--- src/hw/fc_cfg_pkg.sv ---
/*
  fully connected layer engine, sizing constants
  defaults for the top level parameters, shared with the testbench
*/

package fc_cfg_pkg;

  ////////////////////////////////////////
  // stream and storage
  ////////////////////////////////////////
  parameter int DATA_W = 32;  // stream and memory word
  parameter int LANES  = 4;   // signed bytes per word
  parameter int ADDR_W = 6;   // 64 words, 256 features max

  ////////////////////////////////////////
  // compute array
  ////////////////////////////////////////
  parameter int NUM_PE     = 4;   // one per output neuron
  parameter int ACC_W      = 28;  // dot product accumulator
  parameter int MUL_STAGES = 3;   // multiplier pipeline depth, at least 3

  // requantisation of the biased sum down to a byte
  parameter int OUT_SHIFT = 6;

endpackage

--- src/hw/fc_types_pkg.sv ---
/*
  fully connected layer engine, shared types
  command encoding, the stream word with its two views, and the
  operand and accumulator value types
*/

package fc_types_pkg;

  import fc_cfg_pkg::*;

  // command on the cmd port, sampled with start
  typedef enum logic [1:0] {
    CMD_LOAD_FEAT   = 2'd0,
    CMD_LOAD_BIAS   = 2'd1,
    CMD_LOAD_WEIGHT = 2'd2,
    CMD_RUN         = 2'd3
  } cmd_t;

  typedef logic signed [7:0] operand_t;      // one feature, weight or bias
  typedef logic signed [ACC_W-1:0] acc_t;    // running dot product

  // one stream / memory word
  // raw for storage, lane[k] for byte k (bits 8k+7:8k)
  typedef union packed {
    logic [DATA_W-1:0]    raw;
    operand_t [LANES-1:0] lane;
  } lane_word_t;

endpackage

--- src/hw/mac_pe.sv ---
/*
  multiply-accumulate PE
  pipelined sign-magnitude 8x8 multiplier feeding an accumulator;
  feature byte and flags are forwarded to the next PE in the chain
*/

`timescale 1ns/10ps

module mac_pe import fc_types_pkg::*; #(
  parameter int ACC_W      = 28,
  parameter int MUL_STAGES = 3
) (
  input  logic     clk,
  input  logic     rstn,
  input  operand_t feat_in,
  input  logic     valid_in,
  input  logic     first_in,
  input  logic     last_in,
  input  operand_t weight_in,
  output operand_t feat_out,
  output logic     valid_out,
  output logic     first_out,
  output logic     last_out,
  output acc_t     acc,
  output logic     acc_valid
);

  logic [7:0]              a_mag;
  logic [7:0]              b_mag;
  logic [15:0]             pp [8];
  logic [15:0]             pp_q [8];
  logic [15:0]             half_q [2];
  logic [15:0]             mag;
  logic                    sign_q1;
  logic                    sign_q2;
  logic signed [15:0]      prod_q [MUL_STAGES-2];  // stage 3 plus retiming
  logic signed [15:0]      prod;
  logic [MUL_STAGES-1:0]   vld_sr;
  logic [MUL_STAGES-1:0]   first_sr;
  logic [MUL_STAGES-1:0]   last_sr;
  logic signed [ACC_W-1:0] acc_q;

  ////////////////////////////////////////
  // multiplier
  ////////////////////////////////////////
  assign a_mag = feat_in[7] ? 8'(-feat_in) : feat_in;      // -128 gives 128
  assign b_mag = weight_in[7] ? 8'(-weight_in) : weight_in;

  always_comb begin
    for (int i = 0; i < 8; i++) begin
      pp[i] = b_mag[i] ? (16'(a_mag) << i) : 16'd0;
    end
  end

  assign mag  = half_q[0] + half_q[1];
  assign prod = prod_q[MUL_STAGES-3];

  always_ff @(posedge clk) begin
    // stage 1 partial products
    pp_q    <= pp;
    sign_q1 <= feat_in[7] ^ weight_in[7];
    // stage 2 two half sums
    half_q[0] <= pp_q[0] + pp_q[1] + pp_q[2] + pp_q[3];
    half_q[1] <= pp_q[4] + pp_q[5] + pp_q[6] + pp_q[7];
    sign_q2   <= sign_q1;
    // stage 3 sign restored
    prod_q[0] <= sign_q2 ? 16'(-$signed(mag)) : $signed(mag);
    for (int i = 1; i < MUL_STAGES - 2; i++) begin
      prod_q[i] <= prod_q[i-1];
    end
  end

  ////////////////////////////////////////
  // flags and accumulator
  ////////////////////////////////////////
  always_ff @(posedge clk) begin
    if (!rstn) begin
      vld_sr    <= '0;
      first_sr  <= '0;
      last_sr   <= '0;
      valid_out <= 1'b0;
      first_out <= 1'b0;
      last_out  <= 1'b0;
      acc_valid <= 1'b0;
    end else begin
      vld_sr    <= {vld_sr[MUL_STAGES-2:0], valid_in};
      first_sr  <= {first_sr[MUL_STAGES-2:0], first_in};
      last_sr   <= {last_sr[MUL_STAGES-2:0], last_in};
      valid_out <= valid_in;
      first_out <= first_in;
      last_out  <= last_in;
      acc_valid <= vld_sr[MUL_STAGES-1] && last_sr[MUL_STAGES-1];  // sum complete
    end
  end

  always_ff @(posedge clk) begin
    feat_out <= feat_in;  // systolic forward
    if (vld_sr[MUL_STAGES-1]) begin
      acc_q <= first_sr[MUL_STAGES-1] ? ACC_W'(prod) : acc_q + ACC_W'(prod);
    end
  end

  assign acc = acc_q;

endmodule

--- config.mk ---
export PLATFORM = sky130hd
export DESIGN_NAME = mac_pe
export DESIGN_NICKNAME = d
export VERILOG_FILES = /design/src/hw/fc_cfg_pkg.sv /design/src/hw/fc_types_pkg.sv /design/src/hw/mac_pe.sv
export SDC_FILE = /design/constraint.sdc
export NUM_CORES = 1
export LEC_CHECK = 0
export ABC_AREA = 1
export BUFFER_PORTS_ARGS = -buffer_cell sky130_fd_sc_hd__buf_2
export CELL_PAD_IN_SITES_DETAIL_PLACEMENT = 1
export CELL_PAD_IN_SITES_GLOBAL_PLACEMENT = 2
export CORE_MARGIN = 2
export CORE_UTILIZATION = 36
export CTS_CLUSTER_SIZE = 12
export DETAILED_ROUTE_END_ITERATION = 10
export PLACE_DENSITY = 0.86
export SLEW_MARGIN = 10
export SYNTH_ARGS = -nofsm -noshare
export SYNTH_HDL_FRONTEND = slang
export SYNTH_SLANG_ARGS = --single-unit
--- constraint.sdc ---
create_clock -name clk -period 3.15 [get_ports clk]
set_clock_uncertainty 0.15 [all_clocks]
set_input_delay 0.63 -clock clk [delete_from_list [all_inputs] [get_ports clk]]
set_output_delay 0.63 -clock clk [all_outputs]
set_load 0.005 [all_outputs]
==> results.md <==
- CP delay by family, top: adder cells
- Hold_buf cts: 0
- Iteration count of the initial detailed-routing pass: 4
- Gp weighted congestion: just under 0.9
- Most instantiated cells after synthesis: nand2_1, inv_1, dfxtp_1, nor2_1, ha_1
- Wirelength, routed: 21210 um
- Vias in the first global route: about 7500
- Mapped Area: between 0.008 and 0.009 sq mm
- Port Buffers: 60
- Io pins: 61
- Power density cells: between 700 and 800 mW/mm^2
- Rel. slew slack: 43.93%
- Initial antenna violation count: 0
- Setup Buffers After CTS: 0
- First-pass GRT wire length: roughly 36000 um
- Clock buffer depth: 2
- Most used cell, CP: fa_1
- Yosys top cell by area: dfxtp_1
- Crit Path Category: reg -> reg
- Final hold vios: 0
- Status: finished clean
- Number of synthesized register bits: about 150
- Drt drc: 0
- Critical Path Source Type: register
- Post-synth top flop: dfxtp_1
- # rows: between 50 and 60
- F_max: 0.3411 GHz
- Vias: 6927
- CP max stage cell: fa_1
- Fin Setup TNS: 0 ps
- Largest net degree at the start of global routing: 24
- Fillers: 2895
- Share of layout cells above drive strength 1: 11.43%
- Chip height: approximately 160 um
- Worst EP required: 3360 ps
- Core footprint: 0.02326 sq mm
- Least-Margin Pin Slew: around 840 ps
- Gr usage total: 18.48%
- CTS buffer count: 17
- Crit path buffers/inverters: 2
- Mean post-synth cell area: ~7.9 sq um
- Critical Path Max Stage Delay: 520 ps
- Post-route minimum period: a little under 3000 ps
- Final period util: between 90% and 100%
- Syn Nets: 1187
- DIE WIDTH: 157.2 um
- Crit path capture type: register
- RSZ-0062 raised after global routing: no
- CP Cell Sequence: inv_1 -> fa_1 -> inv_1 -> fa_1 -> ha_1 -> fa_1 -> nand3_1 -> nand2_1 -> a21oi_1 -> nor2_1 -> nor2_1 -> xnor2_1
- Top cells by area, synth: dfxtp_1, nand2_1, edfxtp_1
- H-tree levels: 4
- Post-synth EDFFs: 28
- Netlist cell types: 35
- Hold slack final: 167.2 ps
- Initial core utilization: approximately 36%
- Worst-Skew Late Latency: 440 ps
- Total power: approximately 7.5 mW
- Top-count cell post-synth: nand2_1
- Yosys warnings: 0
- Final net count: 1267
- P_leak: 4.968 nW
- Drt wl/cell: 14.30 um
- Clock transition at path regs: 70 ps
- Post-synth ARST share: 0%
- Post-synth top area share: 29.63%
- HPWL Detailed: 16890 um
- 1st-iter DRT viols: 247
- CP max FO: 3
- VDD IR-drop max: 0.3726 mV
- Via/cell ratio: roughly 4.7
- Grt ovf: 0
- Placed Instances: 1451
- Hold Path Class: in -> reg
- TritonCTS clock tree: built
- Ant diodes: 0
- Layout area overhead: 16.34%
- Max Cap Viol: 0
- Die ar.: 0.02470 sq mm
- Final ANT Viol Nets: 0
- Crit path arrival time: 3140 ps
- Post-Route Utilization: 42.24%
- Syn Inst Count: 1071
- Post-synthesis sequential area ratio: 39.58%
- Clock Sinks: 153
- CTS root buffer: clkbuf_16
- Pins over their slew limit: 0
- Layout Cells excl Fill: between 1000 and 1500
- Final setup viols: 0
[kinds of logic after synthesis]
kind of cell / share of synthesized area (%)
xor+xnor: 3.836
buf+inv: 8.265
flops: 39.58
simple gates: 24.78
compound gates: 6.977
fa+ha+maj: 16.56
[cell usage in the layout, fill, tap and decap left out, drive strengths merged]
master,n
buf,71
xor2,26
o21ai,42
ha,67
inv,178
o211ai,5
or2,12
o21bai,2
fa,28
xnor2,11
nand3b,7
a21o,3
nor2,121
nand2,268
nand4,19
edfxtp,28
nor4,2
nor3,8
dfxtp,125
a21boi,1
clkbuf,18
a21oi,53
clkinv,6
a41oi,1
nand3,56
bufinv,3
o21a,2
and3,1
[power by group]
group          leakage [nW]  internal (mW)  switching, mW
clock network         0.315           1.30          0.919
registers              1.29           2.33          0.154
logic                  3.36           1.02           1.77
total                  4.97           4.66           2.84
[cell type report]
class	count	area [sq um]	area share [%]
Multi-Input combinational cell	735	4412	44.89
Clock inverter	14	201.4	2.050
Tap cell	319	399.1	4.062
Sequential cell	153	3343	34.02
Timing Repair Buffer	71	382.9	3.896
Clock buffer	18	439.2	4.469
Inverter	173	649.4	6.608
[metrics by stage]
step,area (sq um),setup WS (ps)
3_3_place_gp,9180,148.8
3_5_place_dp,9180,-28.01
6_report,9827,218.4
2_1_floorplan,8447,305.6
4_1_cts,9821,81.12
5_1_grt,9827,3.226
[per-layer routing]
metal / global-route usage (%) / vias up / part of all wire [%] / wire length (um)
li1: - / 3549 / - / -
met1: 18.86 / 3248 / 40 / 8571
met2: 36.97 / 95 / 55 / 11590
met3: 3.359 / 35 / 2.6 / 562
met4: 6.710 / 0 / 2.3 / 489
met5: 0 / - / 0 / 0
[repair_timing]
item,CTS,global route
gates resized for setup,1,2
endpoints found under the setup margin,2,2
endpoints found under the hold margin,0,0
pin swaps,0,1
[final timing paths]
check	from	end	slack (ps)	cells after the start
setup reg to reg	pp_q[7]	half_q[0][29]	220	12
hold / removal	feat_in[6]	feat_out[6]	170	1
hold reg to reg	pp_q[112]	half_q[0][0]	170	0
setup / recovery	pp_q[7]	half_q[0][29]	220	12
[sequential cells by signal, summed over array words and instances (netlist names)]
signal,flops
feat_out,8
prod_q,16
first_sr,3
last_sr,3
acc_valid,1
vld_sr,3
sign_q2,1
pp_q,64
sign_q1,1
half_q,25
acc,28
No activity file was read; power rests on OpenSTA's default activity.
