--- src/hw/fc_cfg_pkg.sv ---
/*
  fully connected layer engine, sizing constants
  defaults for the top level parameters, shared with the testbench
*/

package fc_cfg_pkg;

  ////////////////////////////////////////
  // stream and storage
  ////////////////////////////////////////
  parameter int DATA_W = 32;  // stream and memory word
  parameter int LANES  = 4;   // signed bytes per word
  parameter int ADDR_W = 6;   // 64 words, 256 features max

  ////////////////////////////////////////
  // compute array
  ////////////////////////////////////////
  parameter int NUM_PE     = 4;   // one per output neuron
  parameter int ACC_W      = 28;  // dot product accumulator
  parameter int MUL_STAGES = 3;   // multiplier pipeline depth, at least 3

  // requantisation of the biased sum down to a byte
  parameter int OUT_SHIFT = 6;

endpackage

--- src/hw/fc_types_pkg.sv ---
/*
  fully connected layer engine, shared types
  command encoding, the stream word with its two views, and the
  operand and accumulator value types
*/

package fc_types_pkg;

  import fc_cfg_pkg::*;

  // command on the cmd port, sampled with start
  typedef enum logic [1:0] {
    CMD_LOAD_FEAT   = 2'd0,
    CMD_LOAD_BIAS   = 2'd1,
    CMD_LOAD_WEIGHT = 2'd2,
    CMD_RUN         = 2'd3
  } cmd_t;

  typedef logic signed [7:0] operand_t;      // one feature, weight or bias
  typedef logic signed [ACC_W-1:0] acc_t;    // running dot product

  // one stream / memory word
  // raw for storage, lane[k] for byte k (bits 8k+7:8k)
  typedef union packed {
    logic [DATA_W-1:0]    raw;
    operand_t [LANES-1:0] lane;
  } lane_word_t;

endpackage

--- src/hw/result_drain.sv ---
/*
  result drain
  adds the per-neuron bias to each finished sum, applies ReLU and the
  requantising shift with saturation, and holds the packed result
  beat on the output stream until it is taken
*/

`timescale 1ns/10ps

module result_drain import fc_types_pkg::*; #(
  parameter int ACC_W     = 28,
  parameter int NUM_PE    = 4,
  parameter int OUT_SHIFT = 6
) (
  input  logic              clk,
  input  logic              rstn,
  input  logic              bias_we,
  input  lane_word_t        bias_word,
  input  acc_t [NUM_PE-1:0] acc,
  input  logic [NUM_PE-1:0] acc_valid,
  input  logic              m_ready,
  output logic              m_valid,
  output lane_word_t        m_data,
  output logic              result_taken
);

  lane_word_t              bias_q;
  lane_word_t              out_word;
  logic signed [ACC_W-1:0] sum_q [NUM_PE];
  logic signed [ACC_W-1:0] cur [NUM_PE];
  logic signed [ACC_W-1:0] biased [NUM_PE];

  // ReLU, then shift and clamp to 0..127
  function automatic operand_t requant(input logic signed [ACC_W-1:0] v);
    logic signed [ACC_W-1:0] sh;
    sh = v >>> OUT_SHIFT;
    if (v < 0) return '0;
    if (sh > 127) return 8'sd127;
    return operand_t'(sh[7:0]);
  endfunction

  ////////////////////////////////////////
  // bias, relu, pack
  ////////////////////////////////////////
  always_comb begin
    out_word = '0;
    for (int k = 0; k < NUM_PE; k++) begin
      cur[k]           = acc_valid[k] ? acc[k] : sum_q[k];  // last PE is live
      biased[k]        = cur[k] + ACC_W'(signed'(bias_q.lane[k]));
      out_word.lane[k] = requant(biased[k]);
    end
  end

  always_ff @(posedge clk) begin
    if (bias_we) bias_q <= bias_word;
    for (int k = 0; k < NUM_PE; k++) begin
      if (acc_valid[k]) sum_q[k] <= acc[k];
    end
    if (acc_valid[NUM_PE-1]) m_data <= out_word;
  end

  // one beat outstanding at most
  always_ff @(posedge clk) begin
    if (!rstn) begin
      m_valid <= 1'b0;
    end else if (acc_valid[NUM_PE-1]) begin
      m_valid <= 1'b1;
    end else if (m_ready) begin
      m_valid <= 1'b0;
    end
  end

  assign result_taken = m_valid && m_ready;

endmodule

--- config.mk ---
export PLATFORM = sky130hd
export DESIGN_NAME = result_drain
export DESIGN_NICKNAME = d
export VERILOG_FILES = /design/src/hw/fc_cfg_pkg.sv /design/src/hw/fc_types_pkg.sv /design/src/hw/result_drain.sv
export SDC_FILE = /design/constraint.sdc
export NUM_CORES = 1
export LEC_CHECK = 0
export BUFFER_PORTS_ARGS = -buffer_cell sky130_fd_sc_hd__buf_2
export CAP_MARGIN = 20
export CORE_UTILIZATION = 57
export DETAILED_ROUTE_END_ITERATION = 8
export MAX_ROUTING_LAYER = met4
export PLACE_DENSITY = 0.81
export SLEW_MARGIN = 40
export SYNTH_ARGS = -nofsm -noshare
export SYNTH_HDL_FRONTEND = slang
export SYNTH_SLANG_ARGS = --single-unit
export TNS_END_PERCENT = 50
--- constraint.sdc ---
create_clock -name clk -period 5.8 [get_ports clk]
set_clock_uncertainty 0.2 [all_clocks]
set_input_delay 0.87 -clock clk [delete_from_list [all_inputs] [get_ports clk]]
set_output_delay 0.87 -clock clk [all_outputs]
set_load 0.02 [all_outputs]
==> results of run 1 <==
[worst reg2reg max path, delay by kind of cell (launching register included)]
family	cells	cell delay, ns
AND/OR/NAND/NOR	5	1.70
adder cells (fa/ha/maj)	1	0.62
AO/OA/AOI/OAI	3	0.74
flip-flops	1	0.72
[sequential cells by signal, summed over array words and instances, names as in the netlist]
signal / count
m_valid: 1
sum_q: 112
m_data: 32
bias_q: 32
[worst min path at each step]
stage | startpoint | end | slack, ns | depth (start not counted)
final | sum_q[3][16] | sum_q[3][16] | 0.28 | 1
after global routing | sum_q[1][17] | sum_q[1][17] | 0.29 | 1
after floorplan | sum_q[1][0] | sum_q[1][0] | 0.24 | 2
after detailed placement | sum_q[1][17] | sum_q[1][17] | 0.26 | 1
after CTS | sum_q[3][1] | sum_q[3][1] | 0.28 | 1
after global placement | sum_q[1][0] | sum_q[1][0] | 0.26 | 2
[per-stage QoR]
stage                     hold slack (ns)  area (um2)  utilization, %  total power, mW
after floorplan                     0.244       11000               -             2.55
after global placement              0.257       12100            64.7             2.87
after detailed placement            0.264       12100            64.7             2.90
after CTS                           0.281       12700            67.7             4.01
after global routing                0.291       12700            67.9             4.24
final                               0.277       12700            67.9             4.00
[kinds of logic after synthesis]
group / synth area share, %
buffers and inverters: 1.74
multiplexers: 12.3
adder cells (fa/ha/maj): 11.9
XOR/XNOR: 4.33
flip-flops: 38.2
AND/OR/NAND/NOR: 12.1
AO/OA/AOI/OAI: 19.4
other: 0.0343
[power by group through the flow]
stage	sequential [mW]	combinational [mW]	clock (mW)
floorplan	1.59	0.968	0
global placement	1.53	1.34	0
detailed placement	1.54	1.36	0
CTS	1.51	1.37	1.12
global route	1.52	1.54	1.17
finish	1.51	1.39	1.10
[layer usage]
metal | share of wire (%) | vias up
met4 | 1.6 | 0
met1 | 47 | 4160
met5 | 0 | -
met3 | 4.8 | 31
li1 | - | 4533
met2 | 47 | 264
[cell type report]
| cell class | instances | area (um2) | share of cell area [%] |
|---|---|---|---|
| well taps | 234 | 293 | 2.30 |
| multi-input cells | 858 | 6590 | 51.7 |
| flip-flops and latches | 177 | 4180 | 32.8 |
| diodes | 4 | 10.0 | 0.0786 |
| clock buffers | 20 | 468 | 3.67 |
| repair buffers | 195 | 1030 | 8.06 |
| inverters | 20 | 75.1 | 0.589 |
| clock inverters | 12 | 97.6 | 0.766 |
[Yosys cell counts (4+ instances only)]
| master | count |
|---|---|
| nand4_1 | 16 |
| a211o_1 | 6 |
| o211a_1 | 4 |
| o221ai_1 | 4 |
| dfxtp_1 | 113 |
| and4_1 | 6 |
| a21oi_1 | 99 |
| o21ai_1 | 4 |
| a31oi_1 | 13 |
| xnor2_1 | 24 |
| nor4_1 | 6 |
| a211oi_1 | 8 |
| and2_1 | 4 |
| a21o_1 | 32 |
| ha_1 | 104 |
| nand2b_1 | 14 |
| clkbuf_1 | 18 |
| nor2b_1 | 9 |
| o211ai_1 | 11 |
| o2111ai_1 | 5 |
| nand3_1 | 19 |
| o21ai_0 | 54 |
| a221oi_1 | 6 |
| o21bai_1 | 5 |
| o21a_1 | 22 |
| mux2_2 | 111 |
| nand2_1 | 62 |
| and3_1 | 13 |
| or3_1 | 9 |
| inv_1 | 20 |
| a2111oi_0 | 5 |
| nor3_1 | 20 |
| o31ai_1 | 6 |
| buf_1 | 6 |
| nor2_1 | 54 |
| o31a_1 | 6 |
| or2_2 | 8 |
| mux2i_1 | 10 |
| edfxtp_1 | 64 |
| xor2_1 | 25 |
[cell usage in the layout, fill, tap and decap left out, types with 9 or more instances in the layout]
master and count:
clkbuf_16 18, ha_1 104, edfxtp_1 64, a21oi_1 99, xnor2_1 24, a31oi_1 13
o211ai_1 11, nor2b_1 9, and3_1 13, o21a_1 22, a21o_1 32, or3_1 9
nand3_1 19, mux2_2 111, dfxtp_1 113, nand2b_1 14, nor3_1 20, mux2i_1 10
nor2_1 54, nand4_1 16, nand2_1 62, xor2_1 25, o21ai_0 54, inv_1 20
buf_2 184
==> flow_summary.toml, run 1 <==
[placement]
hpwlAfterDp_um = 19100
gp_congestion = 0.905
port_buffers = 185
pre_cts_ws_ns = 0.676
dp.cells = 1482

[cts]
htree_levels = 4
clk_latency_ns = 0.42
clk_pin_slew_ns = 0.07
clock_path_buffers = 2
root_buffer = "clkbuf_16"
numCtsBuffers = 17
cts_tree = "done"
ctsResizeCount = 0
cts_setup_buffers = 0
holdBufCountCts = 0
clock-sinks = 177

[sta]
grt_setup_unrepaired = "no"
fin_ws_ns = 1.12
final-hold-violation-count = 0
worst_pin_slew_ns = 0.787
finalCritPeriodShare_pct = 80.7
setup-violations-final = 0
setup_tns_ns = 0
max_freq_mhz = 214
relSlewSlack_pct = 47.5
drv_slew = 0
period_needed_ns = 4.68

[power_and_ir_drop]
p_clk_share_pct = 27.5
sequentialPowerShare_pct = 37.7
power.density_nw_per_um2 = 314
p_sw_mw = 1.35
pwr-share-comb_pct = 34.8
peakVddDrop_uv = 218
p_int_mw = 2.64
leakage_nw = 5.49
netSwitchingFraction_pct = 33.9

[grt]
grt_pass1_wl_um = 40900
top_usage_layer = "met2"
use_met1_pct = 33.5
antenna_found_initial = 3
met3_usage_pct = 4.01
grt_max_degree = 33
use_met2_pct = 43.2
track_usage_pct = 26.3
first_global_vias = 8593
grt-ovfl-total = 0

[setup_path]
startpoint = "acc_valid[1]"
crit_arrival_ns = 4.63
cp_max_fo = 22
crit_buf_inv = 1
rr_worst_depth = 9
reg2reg_slack_ns = 1.52
cp_data_required_time_ns = 5.75
crit_type = "in2reg"
crit_end = "m_data[10]"
crit_slowest_cell = "nor4_4"
cp_cell_sequence = "buf_2 > mux2_2 > ha_1 > a211oi_1 > o21ai_0 > o21ai_1 > o21ai_0 > a21oi_1 > xnor2_1 > or4b_4 > nor4_4 > a21oi_1"
path_delay_family = "compound AO/OA/AOI/OAI gates"
reg2reg_to = "m_data[20]"
slowest_delay_ns = 0.51
cp-start-kind = "input port"
cp.depth = 12
crit_path_end_kind = "register"
rr_startpoint = "bias_q[23]"

[detailed_routing]
detail-route-antenna-nets = 0
viasPerCell = 5.91
drc = 0
first_iter_violations = 414
vias = 8988
wire_per_inst_um = 16.3
dr.pass1.iters = 5
wl_um = 24800

[synthesis]
ys_ff_latch = 177
netlist_area_um2 = 10900
synthFlopType = "dfxtp_1"
synthesis.instances = 1080
avgSynthCellArea_um2 = 10.1
synth_top_area_share_pct = 20.7
yosysWarnings = 0
ys_seq_area_share_pct = 38.2
async_flop_share_pct = 0
yosys.area.top_type = "dfxtp_1"
synth-edff-count = 64
synth_cell_type_count = 74
synth_area_leaders = "dfxtp_1 (21%), edfxtp_1 (18%), ha_1 (12%)"

[die]
die_area_um2 = 19800
fp.dieH_um = 141
start_util_pct = 58.3
die_w_um = 141
rows = 50
fp.coreArea_um2 = 18800
pin_count = 186

[finish]
area_delta_synth_final_pct = 16.4
n_fill_cell = 1465
stdcell_count = 1520
fin_nets = 1525
drive_gt1_share_pct = 27.7

[status]
outcome = "finished clean"

[job]
max-cap-violations = 0

[hold_path]
hold_class = "reg2reg"
Note: power is estimated with default switching activity, not from simulation.
==> run 2, diff against run 1 <==
--- a/config.mk
+++ b/config.mk
@@ -7,10 +7,10 @@
 export LEC_CHECK = 0
 export BUFFER_PORTS_ARGS = -buffer_cell sky130_fd_sc_hd__buf_2
 export CAP_MARGIN = 20
-export CORE_UTILIZATION = 57
+export CORE_UTILIZATION = 52
 export DETAILED_ROUTE_END_ITERATION = 8
 export MAX_ROUTING_LAYER = met4
-export PLACE_DENSITY = 0.81
+export PLACE_DENSITY = 0.78
 export SLEW_MARGIN = 40
 export SYNTH_ARGS = -nofsm -noshare
 export SYNTH_HDL_FRONTEND = slang
==> constraint.sdc (replaced) <==
create_clock -name clk -period 4.3 [get_ports clk]
set_clock_uncertainty 0.2 [all_clocks]
set_input_delay 0.645 -clock clk [delete_from_list [all_inputs] [get_ports clk]]
set_output_delay 0.645 -clock clk [all_outputs]
set_load 0.02 [all_outputs]
==> run 2 against run 1 <==
Wire length up 13%. Largest power group is now combinational cells. Via count up 7.8%. Critical endpoint is now m_data[27]. Worst hold slack worse by 0.10 ns. First-iteration DRC count up 20%. Sequential share of layout area down 2.6 points. Register-to-register slack worse by 1.2 ns. Worst setup slack worse by 0.88 ns. Cell count up 11%. Clock power up 39%. Utilization down 0.13 points. Total power up 44%. Highest routed layer unchanged.
==> flow_summary.toml, run 2 (synthesis gave the netlist of run 1 again) <==
[grt]
use_met2_pct = 45.4
use_met1_pct = 32.8
antenna_found_initial = 2
grt-ovfl-total = 0
grt_max_degree = 33
track_usage_pct = 27.1
met3_usage_pct = 4.84
grt_pass1_wl_um = 45600
first_global_vias = 9637
top_usage_layer = "met2"

[finish]
largest-register = "sum_q"
finalCoreUtilization_pct = 67.8
largest_reg_flops = 112
n_fill_cell = 1582
area_delta_synth_final_pct = 26.4
fin_nets = 1654
largestRegisters = "sum_q x112, bias_q x32, m_data x32"
final_cell_mix = "buf_2 (184), buf_4 (134), dfxtp_1 (113)"
final_common_cell = "buf_2"
final_area_um2 = 13800
drive_gt1_share_pct = 34.4

[cts]
clk_pin_slew_ns = 0.07
clock-sinks = 177
clock_path_buffers = 2
cts_tree = "done"
htree_levels = 4
clk_latency_ns = 0.44
root_buffer = "clkbuf_16"
ctsResizeCount = 0
numCtsBuffers = 17
cts_setup_buffers = 0
holdBufCountCts = 0

[detailed_routing]
wl_um = 28100
detail-route-antenna-nets = 0
viasPerCell = 5.75
vias = 9685
drc = 0
first_iter_violations = 497
wire_per_inst_um = 16.6
dr.pass1.iters = 6

[hold_path]
hold_path_depth = 1
hold_class = "in2reg"
whs_endpoint = "bias_q[23]"
min_from = "bias_word[23]"

[setup_path]
cp_cell_sequence = "buf_2 > mux2_2 > ha_1 > a21o_1 > a221oi_1 > o21a_1 > o31ai_1 > or3b_1 > a2111o_1 > nor4_1 > nand4_1 > buf_4 > o21a_1"
cp-start-kind = "input port"
reg2reg_to = "m_data[10]"
cp_data_required_time_ns = 4.29
crit_slowest_cell = "a2111o_1"
crit_arrival_ns = 4.05
cp_max_fo = 15
crit_path_end_kind = "register"
rr_startpoint = "bias_q[15]"
slowest_delay_ns = 0.42
crit_type = "in2reg"
rr_worst_depth = 10
worst_path_most_repeated_cell = "o21a_1"
reg2reg_slack_ns = 0.35

[sta]
drv_slew = 0
final-hold-violation-count = 0
max_freq_mhz = 246
relSlewSlack_pct = 54.2
period_needed_ns = 4.06
worst_pin_slew_ns = 0.687
fin_ws_ns = 0.241
finalCritPeriodShare_pct = 94.4
grt_setup_unrepaired = "no"
setup-violations-final = 0

[placement]
port_buffers = 185
place_area_um2 = 13300
hpwlAfterDp_um = 22200
gp_congestion = 0.992
pre_cts_ws_ns = -0.169

[power_and_ir_drop]
power.density_nw_per_um2 = 416
peakVddDrop_uv = 251
design_power_total_mw = 5.75
leakage_nw = 6.14

[job]
max-cap-violations = 0

[die]
rows = 52
pin_count = 186
fp.dieH_um = 147
start_util_pct = 53.6
die_area_um2 = 21600
fp.coreArea_um2 = 20400
die_w_um = 147

[status]
outcome = "finished clean"
[run 2: critical path: cells and delay by family]
kind / cells / cell delay [ns]
muxes: 1 / 0.39
and+or+nand+nor: 3 / 0.70
adders and majority gates: 1 / 0.33
AOI/OAI and AO/OA: 6 / 1.46
buffers and inverters: 2 / 0.50
[run 2: how the worst max path moves through the flow]
| stage | from | endpoint | slack (ns) |
|---|---|---|---|
| finish | acc_valid[3] | m_data[27] | 0.24 |
| global route | acc_valid[3] | m_data[27] | 0.05 |
| CTS | acc_valid[3] | m_data[27] | 0.28 |
| detailed placement | acc_valid[3] | m_data[27] | -0.17 |
| global placement | acc_valid[1] | m_data[14] | -0.05 |
| floorplan | acc_valid[2] | m_data[16] | -0.03 |
[run 2: cell type report]
type / count / area, um2 / share of cell area, %
antenna: 4 / 10.0 / 0.0723
tap: 270 / 338 / 2.44
inverter: 20 / 75.1 / 0.542
multi-input combinational: 858 / 6620 / 47.8
sequential: 177 / 4180 / 30.2
clock inverter: 13 / 140 / 1.01
timing repair buffer: 324 / 2050 / 14.8
clock buffer: 19 / 433 / 3.13
[run 2: where the power goes]
group	leakage, nW	internal [mW]	switching, mW	total [mW]
Combinational	4.28	1.02	1.17	2.19
Clock	0.278	0.823	0.704	1.53
Sequential	1.58	1.97	0.0716	2.04
Total	6.14	3.80	1.95	5.75
[run 2: routing by layer]
layer,part of all wire [%],vias to the layer above
met1,43,4503
li1,-,4781
met5,0,-
met3,6.2,53
met4,2.2,0
met2,49,348
[run 2: per-stage QoR]
stage          TNS [ns]  hold WS (ns)  std cells
2_1_floorplan    -0.181         0.244       1083
3_3_place_gp     -0.583         0.259       1649
3_5_place_dp      -1.83         0.263       1649
4_1_cts               0         0.164       1681
5_1_grt               0         0.159       1683
6_report              0         0.175       1685
