<file path="src/hw/fc_cfg_pkg.sv">
/*
  fully connected layer engine, sizing constants
  defaults for the top level parameters, shared with the testbench
*/

package fc_cfg_pkg;

  ////////////////////////////////////////
  // stream and storage
  ////////////////////////////////////////
  parameter int DATA_W = 32;  // stream and memory word
  parameter int LANES  = 4;   // signed bytes per word
  parameter int ADDR_W = 6;   // 64 words, 256 features max

  ////////////////////////////////////////
  // compute array
  ////////////////////////////////////////
  parameter int NUM_PE     = 4;   // one per output neuron
  parameter int ACC_W      = 28;  // dot product accumulator
  parameter int MUL_STAGES = 3;   // multiplier pipeline depth, at least 3

  // requantisation of the biased sum down to a byte
  parameter int OUT_SHIFT = 6;

endpackage

</file>
<file path="src/hw/fc_types_pkg.sv">
/*
  fully connected layer engine, shared types
  command encoding, the stream word with its two views, and the
  operand and accumulator value types
*/

package fc_types_pkg;

  import fc_cfg_pkg::*;

  // command on the cmd port, sampled with start
  typedef enum logic [1:0] {
    CMD_LOAD_FEAT   = 2'd0,
    CMD_LOAD_BIAS   = 2'd1,
    CMD_LOAD_WEIGHT = 2'd2,
    CMD_RUN         = 2'd3
  } cmd_t;

  typedef logic signed [7:0] operand_t;      // one feature, weight or bias
  typedef logic signed [ACC_W-1:0] acc_t;    // running dot product

  // one stream / memory word
  // raw for storage, lane[k] for byte k (bits 8k+7:8k)
  typedef union packed {
    logic [DATA_W-1:0]    raw;
    operand_t [LANES-1:0] lane;
  } lane_word_t;

endpackage

</file>
<file path="src/hw/pe_feeder.sv">
/*
  operand feeder for the PE chain
  walks the feature store and weight banks word by word, serialises
  each word into byte cycles and skews the weight bytes so that each
  one meets its feature byte at the matching PE
*/

`timescale 1ns/10ps

module pe_feeder import fc_types_pkg::*; #(
  parameter int ADDR_W = 6,
  parameter int NUM_PE = 4,
  parameter int LANES  = 4
) (
  input  logic                    clk,
  input  logic                    rstn,
  input  logic                    run_go,
  input  logic [ADDR_W:0]         run_len,
  input  lane_word_t              feat_word,
  input  lane_word_t [NUM_PE-1:0] weight_words,
  output logic                    rd_en,
  output logic [ADDR_W-1:0]       rd_addr,
  output operand_t                feat_byte,
  output logic                    feat_valid,
  output logic                    first,
  output logic                    last,
  output operand_t [NUM_PE-1:0]   weight_bytes
);

  localparam int LANE_W = $clog2(LANES);

  logic              rd_q;      // read issued this cycle
  logic              byte_ph;   // read data is being serialised
  logic [LANE_W-1:0] lane_sel;
  logic [ADDR_W:0]   addr_q;    // next word to read
  logic [ADDR_W:0]   cur_q;     // word being serialised
  logic [ADDR_W:0]   len_q;
  logic              more_words;
  logic              last_lane;

  assign rd_en      = rd_q;
  assign rd_addr    = addr_q[ADDR_W-1:0];
  assign more_words = (addr_q != len_q);
  assign last_lane  = (lane_sel == LANE_W'(LANES - 1));

  ////////////////////////////////////////
  // read and lane sequencing
  ////////////////////////////////////////
  always_ff @(posedge clk) begin
    if (!rstn) begin
      rd_q       <= 1'b0;
      byte_ph    <= 1'b0;
      lane_sel   <= '0;
      addr_q     <= '0;
      cur_q      <= '0;
      len_q      <= '0;
      feat_valid <= 1'b0;
      first      <= 1'b0;
      last       <= 1'b0;
    end else begin
      // next read lands on the last byte cycle of the current word
      rd_q <= run_go || (byte_ph && (lane_sel == LANE_W'(LANES - 2)) && more_words);

      if (run_go) begin
        addr_q <= '0;
        len_q  <= run_len;
      end else if (rd_q) begin
        addr_q <= addr_q + 1'b1;
      end

      if (rd_q) begin
        byte_ph  <= 1'b1;
        lane_sel <= '0;
        cur_q    <= addr_q;
      end else if (byte_ph) begin
        lane_sel <= lane_sel + 1'b1;
        if (last_lane) byte_ph <= 1'b0;
      end

      feat_valid <= byte_ph;
      first      <= byte_ph && (cur_q == '0) && (lane_sel == '0);
      last       <= byte_ph && last_lane && (cur_q == len_q - 1'b1);
    end
  end

  always_ff @(posedge clk) begin
    feat_byte <= feat_word.lane[lane_sel];
  end

  ////////////////////////////////////////
  // weight skew, k extra stages for PE k
  ////////////////////////////////////////
  for (genvar k = 0; k < NUM_PE; k++) begin : g_skew
    operand_t sr [0:k];

    always_ff @(posedge clk) begin
      sr[0] <= weight_words[k].lane[lane_sel];
      for (int d = 1; d <= k; d++) begin
        sr[d] <= sr[d-1];
      end
    end

    assign weight_bytes[k] = sr[k];
  end

endmodule

</file>
<file path="config.mk">
export PLATFORM = sky130hd
export DESIGN_NAME = pe_feeder
export DESIGN_NICKNAME = d
export VERILOG_FILES = /design/src/hw/fc_cfg_pkg.sv /design/src/hw/fc_types_pkg.sv /design/src/hw/pe_feeder.sv
export SDC_FILE = /design/constraint.sdc
export NUM_CORES = 1
export LEC_CHECK = 0
export BUFFER_PORTS_ARGS = -buffer_cell sky130_fd_sc_hd__buf_2
export CAP_MARGIN = 30
export CELL_PAD_IN_SITES_DETAIL_PLACEMENT = 1
export CELL_PAD_IN_SITES_GLOBAL_PLACEMENT = 1
export CORE_UTILIZATION = 32
export CTS_BUF_LIST = sky130_fd_sc_hd__clkbuf_8
export CTS_CLUSTER_SIZE = 30
export DETAILED_ROUTE_END_ITERATION = 6
export PLACE_DENSITY_LB_ADDON = 0.1
export SYNTH_ARGS = -nofsm -noshare
export SYNTH_HDL_FRONTEND = slang
export SYNTH_SLANG_ARGS = --single-unit
</file>
<file path="constraint.sdc">
create_clock -name clk -period 1.6 [get_ports clk]
set_clock_uncertainty 0.05 [all_clocks]
set_input_delay 0.16 -clock clk [delete_from_list [all_inputs] [get_ports clk]]
set_output_delay 0.16 -clock clk [all_outputs]
set_load 0.01 [all_outputs]
</file>
==> impl_metrics.toml, run 1 <==
[status]
status = "aborted with a tool error"
failed_stage = "4_1_cts"
firstError = "[ERROR RSZ-0060] Max buffer count reached."

[synth]
synth_top_area_share_pct = 55.2
synthArstFlopShare_pct = 0
synthDistinctLibCells = 29
synth_commonest_cells = "116 x dfxtp_1, 40 x mux4_2, 22 x buf_4"
ys_seq_elements = 116
synth_cells = 296
synth_top_area_cell = "dfxtp_1"
synthTopCellsByArea = "dfxtp_1 55%, mux4_2 21%, buf_4 3.9%"
synthAdderAreaFrac_pct = 1.49
ys_seq_area_share_pct = 55.2
synth-xor-area-share_pct = 4.58
syn-num-nets = 471
synth-simple-area-share_pct = 6.10
yosys_most_used_dff = "dfxtp_1"
synth_top_family_by_area = "multiplexers"
synthesis.area_um2 = 4210
yosys_warnings = 0
synth_mux_area_share_pct = 25.2
yosysMostFrequentCell = "dfxtp_1"
avgSynthCellArea_um2 = 14.2
synth_edf_count = 0
synth_compound_area_share_pct = 1.64

[clock_tree]
ctsResizeCount = 0
cts_buffers = 17
cts_sinks = 116
htreeDepth = 4
hold_buffers = 139
root_buffer = "clkbuf_8"
post_cts_buffers = 0
clock_path_buffers = 2

[floorplanning]
io_pins = 220
num_rows = 41
start_util_pct = 33.1
fp.dieW_um = 117
die_h_um = 117

[placed_design]
dp.final_hpwl_um = 8580
gp_congestion = 0.779
io_buffers = 219
## cell families after synthesis
group / count (synthesis)
DFF: 116
muxes: 56
and+or+nand+nor: 46
buffers and inverters: 41
xor gates and xnor gates: 22
AOI/OAI and AO/OA: 10
adders and majority gates: 5
## stage by stage
step / hold WS, ns / setup slack (ns) / instance area, um2 / std cells
after detailed placement: 0.263 / 0.0144 / 5400 / 660
after global placement: 0.260 / 0.0724 / 5400 / 660
after floorplan: 0.260 / 0.0439 / 4210 / 296
==> run 2, diff against run 1 <==
CELL_PAD_IN_SITES_DETAIL_PLACEMENT = not set   (was 1)
CELL_PAD_IN_SITES_GLOBAL_PLACEMENT = not set   (was 1)
CORE_UTILIZATION = 40   (was 32)
CTS_BUF_LIST = not set   (was sky130_fd_sc_hd__clkbuf_8)
CTS_CLUSTER_SIZE = not set   (was 30)
PLACE_DENSITY_LB_ADDON = 0.15   (was 0.1)
clock period = 2.1 ns   (was 1.6 ns; I/O delays follow)
==> impl_metrics.toml, run 2 <==
[setup_path]
crit_path_max_incr_delay_ns = 0.58
critPathMaxFanout = 39
cp-start-kind = "flop"
rr_worst_depth = 3
crit_start = "lane_sel[0]"
r2r_end = "g_skew[1].sr[0][3]"
end_kind = "flop"
worstPathRequired_ns = 2.42
critPathKind = "reg -> reg"
cp.arrival_ns = 2.33
r2r-start = "lane_sel[0]"
cp_slowest_cell = "dlygate4sd3_1"
r2r_slack_ns = 0.1
crit_chain = "buf_16 -> mux4_2 -> dlygate4sd3_1"

[clock_tree]
cts_sinks = 116
insertion_delay_ns = 0.49
root_buffer = "clkbuf_8"
path_clk_slew_ns = 0.06
cts_buffers = 17
post_cts_buffers = 0
tritoncts = "yes"
clock_path_buffers = 2
htreeDepth = 4

[global_route]
grt_max_degree = 40
grt_pass1_vias = 3612
grt.total_usage_pct = 20.0
antenna_found_initial = 0
grt_pass1_wl_um = 16800
overflow = 0

[layout]
drive_gt1_share_pct = 49.8
multi_input_area_um2 = 1640
regArea_um2 = 2330
final_cell_mix = "219 x buf_2, 114 x dfxtp_1, 87 x dlygate4sd3_1"
area_delta_synth_final_pct = 60.5
largest_register_ff_count = 80
regMostFlops = "g_skew.sr"
top_regs = "g_skew.sr (80), feat_byte (8)"
final_common_cell = "buf_2"
antennaDiodeCount = 0
n_fill_cell = 809
final_net_count = 765

[route]
routed_via_density = 4.62
via_count = 3412
ant_nets = 0
wl_um = 10400
drc = 0
dr.pass1.iters = 4
drtIter0Drc = 125
post_drt_wl_per_cell_um = 14.1

[synth]
synthDistinctLibCells = 29
synthTopCellsByArea = "dfxtp_1 55%, mux4_2 21%, buf_4 3.9%"
synth_top_area_cell = "dfxtp_1"
synth_edf_count = 0
synth_commonest_cells = "116 x dfxtp_1, 40 x mux4_2, 22 x buf_4"
yosys_most_used_dff = "dfxtp_1"
syn-num-nets = 471
ys_seq_elements = 116
synthesis.area_um2 = 4210
synth_top_area_share_pct = 55.2
yosysMostFrequentCell = "dfxtp_1"
synthArstFlopShare_pct = 0
synth_cells = 296
yosys_warnings = 0
avgSynthCellArea_um2 = 14.2
ys_seq_area_share_pct = 55.2

[sta]
final-hold-violation-count = 0
clock.fmax_mhz = 499
rsz0062_at_grt = "no"
finalSetupViolations = 0
slew_viol_final = 0
min_period_over_period_pct = 95.4
worst_pin_slew_ns = 0.337
hold_ws_ns = 0.114
period_needed_ns = 2.00
tns_ns = 0
slew_headroom_pct = 77.5
timing.final.ws_setup_ns = 0.0960

[placed_design]
io_buffers = 219
gp_congestion = 0.828
dp.final_hpwl_um = 7070
place_ws_ns = 0.434

[status]
status = "completed"

[min_path]
hp-class = "in -> reg"
min_to = "rd_en"
worstHoldStart = "run_go"
hold_depth = 2

[floorplanning]
die_h_um = 105
start_util_pct = 40.9
dieArea_um2 = 10900
fp.dieW_um = 105
io_pins = 220
num_rows = 37
core_area_um2 = 10300

[run]
maxCapViolCount = 0

[power_and_ir_drop]
leakagePower_nw = 3.04
ir_drop_uv = 510
power_density_nw_per_um2 = 863
==> run 2: report_power, final <==
part,switching [mW],internal [mW],total (mW)
Combinational,0.240,0.471,0.711
Sequential,0.0613,2.38,2.44
Clock,1.03,1.65,2.68
Total,1.33,4.50,5.83
==> run 2: per-layer routing <==
metal | vias to the layer above | global-route usage [%] | wire (um) | part of all wire, %
li1 | 1631 | - | - | -
met1 | 1611 | 21.9 | 4000 | 38
met2 | 148 | 35.1 | 5550 | 53
met3 | 22 | 6.61 | 645 | 6.2
met4 | 0 | 8.98 | 229 | 2.2
met5 | - | 0 | 0 | 0
==> run 2: through the flow <==
stage,instance area (um2),instances,total power [mW],utilization [%]
after detailed placement,5310,620,3.02,51.6
after global placement,5310,620,3.01,51.6
after global routing,6750,739,6.09,65.7
final,6750,739,5.83,65.7
after floorplan,4210,296,2.79,-
after CTS,6740,739,5.89,65.6
==> run 2: worst max-delay path: cells and delay by family (launching register included) <==
family	cells	cell delay (ns)
buffers and inverters	2	0.87
DFF	1	0.41
muxes	1	0.55
==> run 2: cell type report <==
class / count / area share (%)
Sequential cell: 116 / 34.5
Timing Repair Buffer: 312 / 30.1
Inverter: 4 / 0.222
Clock inverter: 13 / 1.83
Clock buffer: 19 / 6.54
Tap cell: 136 / 2.52
Multi-Input combinational cell: 139 / 24.3
==> run 2: logic make-up (layout without fill, tap and decap cells) <==
group,Yosys count,after routing,synth area share (%)
muxes,56,56,25.2
xor gates and xnor gates,22,22,4.58
adders and majority gates,5,5,1.49
DFF,116,116,55.2
buffers and inverters,41,348,5.77
and+or+nand+nor,46,46,6.10
AOI/OAI and AO/OA,10,10,1.64
==> run 2: worst max path at each step <==
| stage | to | cells past startpoint |
|---|---|---|
| after floorplan | feat_byte[0] | 3 |
| after global placement | last | 6 |
| after detailed placement | last | 6 |
| after CTS | g_skew[1].sr[0][5] | 3 |
| after global routing | g_skew[1].sr[0][4] | 3 |
| final | g_skew[1].sr[0][3] | 3 |
==> run 2: timing repair <==
action	CTS	global route
hold buffers	87	0
hold endpoints to repair	47	0
resized for setup	0	1
endpoints found under the setup margin	0	2
No activity file was read; power rests on OpenSTA's default activity.
==> run 3, diff against run 2 <==
ABC_AREA = 1   (was not set)
==> impl_metrics.toml, run 3 <==
[layout]
drive_gt1_share_pct = 32.8
stdcell_count = 952
n_fill_cell = 895
antennaDiodeCount = 0
final_common_cell = "buf_2"
final_net_count = 978
multi_input_area_um2 = 1610
final_cell_mix = "219 x buf_2, 115 x dfxtp_1, 99 x nor2_1"
design_area_um2 = 6940
regMostFlops = "g_skew.sr"
area_delta_synth_final_pct = 60.3
largest_register_ff_count = 80
regArea_um2 = 2320
top_regs = "g_skew.sr (80), feat_byte (8)"

[route]
routed_via_density = 4.80
ant_nets = 0
drc = 0
via_count = 4565
post_drt_wl_per_cell_um = 13.4
wl_um = 12700
dr.pass1.iters = 4
drtIter0Drc = 188

[power_and_ir_drop]
power_density_nw_per_um2 = 928
p_total_mw = 6.43
ir_drop_uv = 512
leakagePower_nw = 3.24

[setup_path]
cp_slowest_cell = "dlygate4sd3_1"
worstPathRequired_ns = 2.46
r2r_slack_ns = 0.21
crit_chain = "clkinv_2 -> buf_4 -> o21ai_0 -> o22ai_1 -> dlygate4sd3_1"
critPathKind = "reg -> reg"
end_kind = "flop"
cp_num_cells = 5
cp-start-kind = "flop"
cp.arrival_ns = 2.25
critPathMaxFanout = 30
crit_family = "buffers and inverters"
critical_path_buf_inv_count = 3
rr_worst_depth = 5
crit_path_max_incr_delay_ns = 0.55

[floorplanning]
start_util_pct = 41.5
die_h_um = 106
io_pins = 220
fp.dieW_um = 106
dieArea_um2 = 11200
core_area_um2 = 10400
num_rows = 37

[synth]
synth_edf_count = 0
synthDistinctLibCells = 28
avgSynthCellArea_um2 = 8.43
synth_cells = 513
synthTopCellsByArea = "dfxtp_1 54%, o21ai_0 9.6%, nor2_1 8.6%"
ys_seq_elements = 116
synth_commonest_cells = "116 x dfxtp_1, 99 x nor2_1, 83 x o21ai_0"
synthesis.area_um2 = 4330
ys_seq_area_share_pct = 53.7
synthArstFlopShare_pct = 0
yosys_most_used_dff = "dfxtp_1"
yosysMostFrequentCell = "dfxtp_1"
syn-num-nets = 688
synth_top_area_cell = "dfxtp_1"
synth_top_area_share_pct = 53.7
yosys_warnings = 0

[sta]
finalSetupViolations = 0
rsz0062_at_grt = "no"
min_period_over_period_pct = 90.2
tns_ns = 0
slew_headroom_pct = 70.6
period_needed_ns = 1.89
worst_pin_slew_ns = 0.441
final-hold-violation-count = 0
clock.fmax_mhz = 528
timing.final.ws_setup_ns = 0.205
slew_viol_final = 0

[global_route]
overflow = 0
grt_pass1_wl_um = 20600
grt.total_usage_pct = 23.5
grt_pass1_vias = 4574
antenna_found_initial = 0
grt_max_degree = 51

[placed_design]
placed_cells = 827
place_ws_ns = 0.693
place_area_um2 = 5380
gp_congestion = 0.817
dp.final_hpwl_um = 8400
io_buffers = 219

[clock_tree]
path_clk_slew_ns = 0.06
insertion_delay_ns = 0.51
root_buffer = "clkbuf_8"
cts_buffers = 17
tritoncts = "yes"
clock_path_buffers = 2
htreeDepth = 4
post_cts_buffers = 0
cts_sinks = 116

[min_path]
hold_depth = 3
hp-class = "in -> reg"

[status]
status = "completed"

[run]
maxCapViolCount = 0
==> run 3: changes by cell type in the layout (fill, tap and decap cells not counted), sizes merged, moves of 26 or more <==
cell,previous run,this run
nand2,5,31
mux4,40,0
nor2,8,101
inv,9,36
o22ai,0,46
o21ai,2,92
==> run 3: cell families after synthesis <==
group,after synthesis,share of synthesized area [%]
AO/OA/AOI/OAI,151,19.0
XOR/XNOR,11,2.23
adder cells (fa/ha/maj),5,1.45
buffers and inverters,79,9.14
flip-flops,116,53.7
AND/OR/NAND/NOR,151,14.5
==> run 3: worst paths after layout <==
kind / end / from
hold reg to reg: g_skew[2].sr[0][18] / g_skew[2].sr[0][10]
hold / removal: len_q[0] / run_len[0]
setup reg to reg: g_skew[1].sr[0][5] / lane_sel[0]
setup / recovery: g_skew[1].sr[0][5] / lane_sel[0]
==> run 3: layout make-up <==
type,count,area share (%)
Clock buffer,18,6.17
Tap cell,136,2.45
Inverter,30,1.64
Clock inverter,14,2.72
Multi-Input combinational cell,318,23.2
Timing Repair Buffer,320,30.3
Sequential cell,116,33.5
==> run 3: layer usage <==
layer | global-route usage [%] | up-vias | wire [um]
met1 | 26.4 | 2073 | 5270
met3 | 7.23 | 21 | 825
met4 | 8.33 | 0 | 199
met2 | 41.7 | 181 | 6450
met5 | 0 | - | 0
li1 | - | 2290 | -
==> run 3: stage by stage <==
step	util [%]	hold slack, ns
floorplan	-	0.260
global placement	51.7	0.260
detailed placement	51.7	0.262
CTS	66.5	0.0207
global route	66.6	0.0829
finish	66.6	0.0548
==> run 3: what timing repair did <==
item,4_1_cts,5_1_grt
hold endpoints to repair,47,0
gates resized for setup,0,1
endpoints found under the setup margin,0,4
hold buffers,93,0
==> run 3: report_power, final <==
group	internal (mW)	leakage, nW	switching (mW)	total [mW]
logic	0.510	1.97	0.423	0.933
registers	2.46	0.972	0.0710	2.53
clock network	1.88	0.298	1.09	2.97
total	4.85	3.24	1.59	6.43
==> run 3: worst reg2reg max path, stage by stage (launching register included) <==
cell and delay, ns:
dfxtp_2 0.35, clkinv_2 0.20, buf_4 0.31, o21ai_0 0.24
o22ai_1 0.10, dlygate4sd3_1 0.55
